[src/gpio_pkg.sv]
package gpio_pkg;

   // ------------------------------------------------------------
   // widths
   // ------------------------------------------------------------
   localparam int gpio_width   = 16;
   localparam int sample_div   = 4;                    // pclk cycles per sample tick
   localparam int sample_cnt_w = $clog2(sample_div);   // prescaler counter width

   typedef logic [gpio_width-1:0] gpio_word_t;  // one bit per pin
   typedef logic [5:0]            apb_addr_t;   // byte address
   typedef logic [31:0]           apb_data_t;

   // ------------------------------------------------------------
   // register map
   // ------------------------------------------------------------
   localparam apb_addr_t addr_data_out   = 6'h00;
   localparam apb_addr_t addr_dir        = 6'h04;  // 1 = output
   localparam apb_addr_t addr_data_in    = 6'h08;  // read only
   localparam apb_addr_t addr_int_en     = 6'h0C;
   localparam apb_addr_t addr_int_type   = 6'h10;  // 0 = level high, 1 = rising edge
   localparam apb_addr_t addr_int_status = 6'h14;  // write 1 to clear

   // one apb request as seen at the top level
   typedef struct packed {
      logic      sel;
      logic      enable;
      logic      write;
      apb_addr_t addr;
      apb_data_t wdata;
   } apb_req_t;

   typedef enum logic [1:0] {
      st_idle,
      st_setup,
      st_access
   } apb_state_t;

   typedef struct packed {
      gpio_word_t int_en;
      gpio_word_t int_type;
   } int_cfg_t;

   typedef struct packed {
      gpio_word_t out;
      gpio_word_t oe_n;   // active low enable
   } pin_drive_t;

endpackage

[src/gpio_apb_fsm.sv]
`timescale 1ns/1ps

module gpio_apb_fsm
   import gpio_pkg::*;
(
   input  logic     pclk,
   input  logic     arst_n,
   input  apb_req_t req,
   output logic     rd_stb,   // first setup cycle of a read
   output logic     wr_stb    // first access cycle of a write
);

   apb_state_t state;       // bus phase of the previous cycle
   apb_state_t state_nxt;
   logic       setup_ph;    // sel high, enable low
   logic       access_ph;   // sel and enable high

   assign setup_ph  = req.sel & ~req.enable;
   assign access_ph = req.sel & req.enable;

   // phase tracking
   always_comb
   begin
      if (setup_ph)
         state_nxt = st_setup;
      else if (access_ph)
         state_nxt = st_access;   // stays here while enable is held
      else
         state_nxt = st_idle;
   end

   always_ff @(posedge pclk or negedge arst_n)
   begin
      if (!arst_n)
         state <= st_idle;
      else
         state <= state_nxt;
   end

   // read data is captured at the end of setup, so strobe there
   assign rd_stb = setup_ph & ~req.write & (state != st_setup);

   // write only right after a setup cycle, one strobe per transfer
   assign wr_stb = access_ph & req.write & (state == st_setup);

endmodule

[src/gpio_int_ctrl.sv]
`timescale 1ns/1ps

module gpio_int_ctrl
   import gpio_pkg::*;
(
   input  logic       pclk,
   input  logic       arst_n,
   input  gpio_word_t filtered,     // debounced pins
   input  int_cfg_t   cfg,          // enables and types
   input  gpio_word_t status_clr,   // write 1 to clear mask
   output gpio_word_t int_status,
   output logic       gpio_int
);

   gpio_word_t filt_prev;   // last cycle value, for edge detect
   gpio_word_t rise;
   gpio_word_t event_vec;   // per pin event this cycle

   assign rise = filtered & ~filt_prev;

   // level high for type 0, rising edge for type 1
   assign event_vec = (cfg.int_type & rise) | (~cfg.int_type & filtered);

   // ------------------------------------------------------------
   // sticky status and interrupt line
   // ------------------------------------------------------------
   always_ff @(posedge pclk or negedge arst_n)
   begin
      if (!arst_n)
      begin
         filt_prev  <= '0;
         int_status <= '0;
         gpio_int   <= 1'b0;
      end
      else
      begin
         filt_prev  <= filtered;
         int_status <= (int_status & ~status_clr) | event_vec;   // event beats clear
         gpio_int   <= |(int_status & cfg.int_en);   // one cycle behind status
      end
   end

endmodule

[src/gpio_lite.sv]
`timescale 1ns/1ps

module gpio_lite
   import gpio_pkg::*;
(
   input  logic       pclk,
   input  logic       arst_n,
   input  logic       psel,
   input  logic       penable,
   input  logic       pwrite,
   input  apb_addr_t  paddr,
   input  apb_data_t  pwdata,
   input  gpio_word_t gpio_pin_in,
   input  gpio_word_t tri_state_enable,
   output apb_data_t  prdata,
   output logic       gpio_int,
   output gpio_word_t n_gpio_pin_oe,
   output gpio_word_t gpio_pin_out
);

   apb_req_t   req;
   logic       rd_stb;
   logic       wr_stb;
   logic       tick;
   gpio_word_t filtered;
   gpio_word_t rdata;
   gpio_word_t int_status;
   gpio_word_t status_clr;
   int_cfg_t   cfg;
   pin_drive_t drive;

   // ------------------------------------------------------------
   // bus side
   // ------------------------------------------------------------
   assign req = '{sel: psel, enable: penable, write: pwrite, addr: paddr, wdata: pwdata};

   gpio_apb_fsm u_apb_fsm (
      .pclk   (pclk),
      .arst_n (arst_n),
      .req    (req),
      .rd_stb (rd_stb),
      .wr_stb (wr_stb)
   );

   // upper bits unused, read as zero
   assign prdata = {{($bits(apb_data_t) - gpio_width){1'b0}}, rdata};

   // ------------------------------------------------------------
   // input path
   // ------------------------------------------------------------
   gpio_sample_timer u_sample_timer (
      .pclk   (pclk),
      .arst_n (arst_n),
      .tick   (tick)
   );

   gpio_pin_filter u_pin_filter (
      .pclk     (pclk),
      .arst_n   (arst_n),
      .tick     (tick),
      .pin_in   (gpio_pin_in),
      .filtered (filtered)
   );

   // ------------------------------------------------------------
   // registers and interrupts
   // ------------------------------------------------------------
   gpio_regs u_regs (
      .pclk             (pclk),
      .arst_n           (arst_n),
      .rd_stb           (rd_stb),
      .wr_stb           (wr_stb),
      .addr             (req.addr),
      .wdata            (req.wdata[gpio_width-1:0]),   // low half only
      .data_in          (filtered),
      .int_status       (int_status),
      .tri_state_enable (tri_state_enable),
      .rdata            (rdata),
      .cfg              (cfg),
      .drive            (drive),
      .status_clr       (status_clr)
   );

   gpio_int_ctrl u_int_ctrl (
      .pclk       (pclk),
      .arst_n     (arst_n),
      .filtered   (filtered),
      .cfg        (cfg),
      .status_clr (status_clr),
      .int_status (int_status),
      .gpio_int   (gpio_int)
   );

   assign gpio_pin_out  = drive.out;
   assign n_gpio_pin_oe = drive.oe_n;

endmodule

[src/gpio_pin_filter.sv]
`timescale 1ns/1ps

module gpio_pin_filter
   import gpio_pkg::*;
(
   input  logic       pclk,
   input  logic       arst_n,
   input  logic       tick,       // sample strobe from the timer
   input  gpio_word_t pin_in,     // raw asynchronous pins
   output gpio_word_t filtered    // debounced value, feeds data_in
);

   // ------------------------------------------------------------
   // two flop synchronizer
   // ------------------------------------------------------------
   gpio_word_t sync_q1;
   gpio_word_t sync_q2;

   always_ff @(posedge pclk or negedge arst_n)
   begin
      if (!arst_n)
      begin
         sync_q1 <= '0;
         sync_q2 <= '0;
      end
      else
      begin
         sync_q1 <= pin_in;
         sync_q2 <= sync_q1;   // safe to use from here on
      end
   end

   // ------------------------------------------------------------
   // debounce, two consecutive samples must agree
   // ------------------------------------------------------------
   gpio_word_t sample_q;   // sample from the previous tick
   gpio_word_t agree;      // per pin, new sample equals stored one

   assign agree = ~(sync_q2 ^ sample_q);

   always_ff @(posedge pclk or negedge arst_n)
   begin
      if (!arst_n)
      begin
         sample_q <= '0;
         filtered <= '0;
      end
      else if (tick)
      begin
         sample_q <= sync_q2;
         filtered <= (filtered & ~agree) | (sync_q2 & agree);   // per bit update
      end
   end

endmodule

[src/gpio_regs.sv]
`timescale 1ns/1ps

module gpio_regs
   import gpio_pkg::*;
(
   input  logic       pclk,
   input  logic       arst_n,
   input  logic       rd_stb,
   input  logic       wr_stb,
   input  apb_addr_t  addr,
   input  gpio_word_t wdata,              // low half of pwdata
   input  gpio_word_t data_in,            // filtered pins
   input  gpio_word_t int_status,         // sticky status from int ctrl
   input  gpio_word_t tri_state_enable,   // forces oe_n high per pin
   output gpio_word_t rdata,
   output int_cfg_t   cfg,
   output pin_drive_t drive,
   output gpio_word_t status_clr          // one cycle clear mask
);

   gpio_word_t data_out;
   gpio_word_t dir;
   gpio_word_t int_en;
   gpio_word_t int_type;
   gpio_word_t rd_mux;

   // ------------------------------------------------------------
   // write decode, at the access strobe
   // ------------------------------------------------------------
   always_ff @(posedge pclk or negedge arst_n)
   begin
      if (!arst_n)
      begin
         data_out <= '0;
         dir      <= '0;   // all pins input
         int_en   <= '0;
         int_type <= '0;
      end
      else if (wr_stb)
      begin
         case (addr)
            addr_data_out : data_out <= wdata;
            addr_dir      : dir      <= wdata;
            addr_int_en   : int_en   <= wdata;
            addr_int_type : int_type <= wdata;
            default       : ;   // data_in and status not stored here
         endcase
      end
   end

   // status is cleared in the int ctrl at the same edge
   assign status_clr = (wr_stb && addr == addr_int_status) ? wdata : '0;

   // ------------------------------------------------------------
   // read mux, captured at the setup strobe
   // ------------------------------------------------------------
   always_comb
   begin
      case (addr)
         addr_data_out   : rd_mux = data_out;
         addr_dir        : rd_mux = dir;
         addr_data_in    : rd_mux = data_in;
         addr_int_en     : rd_mux = int_en;
         addr_int_type   : rd_mux = int_type;
         addr_int_status : rd_mux = int_status;
         default         : rd_mux = '0;   // unmapped offsets
      endcase
   end

   always_ff @(posedge pclk or negedge arst_n)
   begin
      if (!arst_n)
         rdata <= '0;
      else if (rd_stb)
         rdata <= rd_mux;   // held through access and until next read
   end

   // ------------------------------------------------------------
   // config and pin drive
   // ------------------------------------------------------------
   assign cfg.int_en   = int_en;
   assign cfg.int_type = int_type;

   assign drive.out  = data_out;
   assign drive.oe_n = ~(dir & ~tri_state_enable);   // combinational override

endmodule

[src/gpio_sample_timer.sv]
`timescale 1ns/1ps

module gpio_sample_timer
   import gpio_pkg::*;
(
   input  logic pclk,
   input  logic arst_n,
   output logic tick    // one pclk wide, every sample_div cycles
);

   // ------------------------------------------------------------
   // modulo prescaler
   // ------------------------------------------------------------
   logic [sample_cnt_w-1:0] cnt;

   assign tick = (cnt == sample_cnt_w'(sample_div - 1));   // last count

   always_ff @(posedge pclk or negedge arst_n)
   begin
      if (!arst_n)
      begin
         cnt <= '0;
      end
      else if (tick)
      begin
         cnt <= '0;                // wrap
      end
      else
      begin
         cnt <= cnt + 1'b1;
      end
   end

endmodule

[config.mk]
export PLATFORM = sky130hd
export DESIGN_NAME = gpio_lite
export DESIGN_NICKNAME = d
export VERILOG_FILES = /design/src/gpio_pkg.sv /design/src/gpio_apb_fsm.sv /design/src/gpio_int_ctrl.sv /design/src/gpio_lite.sv /design/src/gpio_pin_filter.sv /design/src/gpio_regs.sv /design/src/gpio_sample_timer.sv
export SDC_FILE = /design/constraint.sdc
export NUM_CORES = 1
export LEC_CHECK = 0
export BUFFER_PORTS_ARGS = -buffer_cell sky130_fd_sc_hd__buf_2
export CORE_MARGIN = 5
export CORE_UTILIZATION = 35
export CTS_CLUSTER_SIZE = 40
export DETAILED_ROUTE_END_ITERATION = 7
export HOLD_SLACK_MARGIN = 0.05
export MAX_ROUTING_LAYER = met4
export PLACE_DENSITY = 0.6
export SYNTH_ARGS = -nofsm -noshare
export SYNTH_HDL_FRONTEND = slang
export SYNTH_SLANG_ARGS = --single-unit
[constraint.sdc]
create_clock -name pclk -period 4 [get_ports pclk]
set_input_delay 0.6 -clock pclk [delete_from_list [all_inputs] [get_ports pclk]]
set_output_delay 0.6 -clock pclk [all_outputs]
set_load 0.02 [all_outputs]
==> results.py <==
metrics = {
    "yosys": {
        "synth_ff_type": "dfrtp_1",
        "ys_seq_area_share_pct": 60.04,
        "yosysTopAreaCell": "dfrtp_1",
        "synth_edf_count": 0,
        "synthCells": 588,
        "synth_top_area_share_pct": 60.04,
        "synth_area_leaders": "dfrtp_1 (60%), mux2_2 (15%), a21oi_1 (4.2%)",
        "syn-cell-area_um2": 7543,
        "async_flop_share_pct": 100.0,
        "synthDistinctLibCells": 31,
        "synth_seq_cells": 181,
        "syn_area_per_cell_um2": 12.83,
        "yosysWarnings": 0,
    },
    "finish": {
        "design_area_um2": 8914,
        "area_growth_pct": 18.16,
        "final_layout_size_suffix_gt1_share_pct": 36.92,
        "final_cell_mix": "dfrtp_1 (181), buf_2 (106), mux2_2 (101), a21oi_1 (64), nor2_1 (35)",
        "instances_no_fill": 982,
        "fillers": 1986,
        "fin_nets": 772,
        "diodes": 0,
        "final_common_cell": "dfrtp_1",
    },
    "detailed_routing": {
        "vias": 4854,
        "wl_per_cell_um": 16.42,
        "routed_via_density": 4.943,
        "ant_nets": 0,
        "drc": 0,
        "first_iter_violations": 189,
        "routed_wl_um": 16130,
        "first_pass_iters": 4,
    },
    "global_routing": {
        "grt_pass1_wl_um": 25990,
        "use_met2_pct": 20.89,
        "grt_start_max_net_pins": 95,
        "busiest_layer": "met2",
        "grtUsageMet1_pct": 19.17,
        "grt_pass1_vias": 4815,
        "grt-ovfl-total": 0,
        "use_met3_pct": 3.153,
        "antenna_found_initial": 0,
        "grt_usage_pct": 13.95,
    },
    "timing": {
        "setup_tns_ns": 0,
        "finalHoldViolCount": 0,
        "period_minus_slack_ns": 2.517,
        "finClkSkew_ns": 0.01409,
        "worst_pin_slew_ns": 1.011,
        "fin_crit_sh_pct": 62.92,
        "slew_headroom_pct": 32.59,
        "drv_slew": 0,
        "rsz0062_at_grt": "no",
        "max_freq_mhz": 397.4,
        "finalSetupViolCount": 0,
    },
    "cts": {
        "hold_buffers": 0,
        "cts_tree": "done",
        "cts_sinks": 181,
        "clk-insertion-delay-late_ns": 0.42,
        "cts_setup_buffers": 0,
        "clockRootBuffer": "clkbuf_16",
        "cts_buffers": 17,
        "htree_levels": 4,
        "clk_pin_slew_ns": 0.06,
        "postCtsResizedCells": 0,
        "cts_max_path_buffers": 2,
    },
    "floorplanning": {
        "die_w_um": 156.8,
        "dieHeight_um": 156.8,
        "dieArea_um2": 24590,
        "initial_utilization_pct": 35.66,
        "rows": 53,
        "io_pins": 140,
        "core_region_area_um2": 21150,
    },
    "place": {
        "dp_hpwl_um": 10840,
        "place_inst": 952,
        "routabilityCongestion": 0.7698,
        "placed_area_um2": 8320,
        "portBuffers": 107,
    },
    "hold_path": {
        "hold_path.class": "in -> async",
    },
    "critical_path": {
        "path_cells": "buf_2 > or4_1 > buf_4 > or4_1 > mux2_4",
        "cpPeakStageDelay_ns": 0.90,
        "timing.critical_path.buf_inv": 2,
        "startpoint_type": "input pin",
        "cp_top_family": "simple AND/OR/NAND/NOR gates",
        "required_ns": 4.30,
        "cp_slowest_cell": "or4_1",
        "crit_cells": 5,
        "worst_path_most_repeated_cell": "or4_1",
        "r2r_cells": 4,
        "endpoint_kind": "flop",
        "path_max_fanout": 20,
        "crit_arrival_ns": 2.82,
        "crit_type": "in -> reg",
    },
    "power_and_ir_drop": {
        "power.leakage_nw": 4.083,
        "worst_ir_drop_vdd_v": 0.0002448,
        "power_mw": 3.936,
        "powerDensity_nw_per_um2": 441.5,
    },
    "job": {
        "drv_cap": 0,
    },
    "run_status": {
        "status": "completed",
    },
}
power by group:
group | switching (mW) | total, mW | internal (mW) | leakage [nW]
Combinational | 0.189 | 0.306 | 0.116 | 1.53
Clock | 0.663 | 1.66 | 0.994 | 0.290
Sequential | 0.0574 | 1.97 | 1.92 | 2.26
Total | 0.909 | 3.94 | 3.03 | 4.08
Yosys cell counts (2+ instances only):
master      n
mux2_4     10
a21oi_1    64
nor3_1     17
buf_2       6
nor3_4      2
nor2b_1     2
nand2_1    32
buf_4      19
a22o_1      4
mux2i_1    16
nand2b_1   32
mux2_2    101
nand4_1     2
buf_1       3
nor2_1     35
a31oi_1    16
clkbuf_1   12
dfrtp_1   181
or4_1       3
a221oi_1   20
final cells by class:
class | count | area, um^2 | share of cell area [%]
multi-input combinational | 379 | 2821 | 31.65
clock buffer | 22 | 494.2 | 5.545
inverter | 1 | 3.754 | 0.04211
timing repair buffer | 116 | 621.8 | 6.976
sequential | 181 | 4529 | 50.81
tap | 275 | 344.1 | 3.860
clock inverter | 8 | 98.84 | 1.109
stage by stage:
step                      hold slack, ns  setup slack, ns  utilization (%)
after floorplan                   0.3044            1.766                -
after global placement            0.3334            1.018            39.33
after detailed placement          0.3355            1.034            39.33
after CTS                         0.2599            1.484            42.14
after global routing              0.2588            1.403            42.14
final                             0.2487            1.483            42.14
sequential cells by signal, indices dropped and copies added (netlist names), named ones only:
| register | flops |
|---|---|
| u_sample_timer.cnt | 2 |
| u_int_ctrl.int_status | 16 |
| u_regs.dir | 16 |
| u_pin_filter.sample_q | 16 |
| u_regs.int_en | 16 |
| u_pin_filter.sync_q2 | 16 |
| u_int_ctrl.gpio_int | 1 |
| u_pin_filter.sync_q1 | 16 |
| u_int_ctrl.filt_prev | 16 |
| u_apb_fsm.state | 2 |
| u_regs.data_out | 16 |
| u_regs.int_type | 16 |
| u_regs.rdata | 16 |
path summary, 6_finish.rpt:
kind | to | startpoint | slack, ns
hold / removal | u_apb_fsm.state[1]$_DFF_PN0_ | arst_n | 0.25
hold reg to reg | u_pin_filter.sync_q2[8]$_DFF_PN0_ | u_pin_filter.sync_q1[8]$_DFF_PN0_ | 0.35
setup reg to reg | u_regs.dir[7]$_DFFE_PN0P_ | u_apb_fsm.state[1]$_DFF_PN0_ | 1.69
min in group pclk | u_pin_filter.sync_q1[0]$_DFF_PN0_ | gpio_pin_in[0] | 0.28
setup / recovery | u_regs.data_out[12]$_DFFE_PN0P_ | paddr[4] | 1.48
max in group asynchronous | u_int_ctrl.filt_prev[10]$_DFF_PN0_ | arst_n | 2.80
per-layer routing:
layer / part of all wire [%] / vias to the layer above
li1: - / 2298
met4: 0.95 / 0
met2: 47 / 116
met5: 0 / -
met1: 47 / 2428
met3: 5.0 / 12
cell families (layout without fill, tap and decap cells):
family                   after synthesis  count (layout)  synth area share [%]
AO/OA/AOI/OAI                        104             104                 8.360
buffers and inverters                 43             147                 3.433
AND/OR/NAND/NOR                      130             130                 8.608
multiplexers                         128             128                 19.34
flip-flops                           181             181                 60.04
adder cells (fa/ha/maj)                1               1                0.1658
other                                  1              16               0.04971
Note: power is estimated with default switching activity, not from simulation.
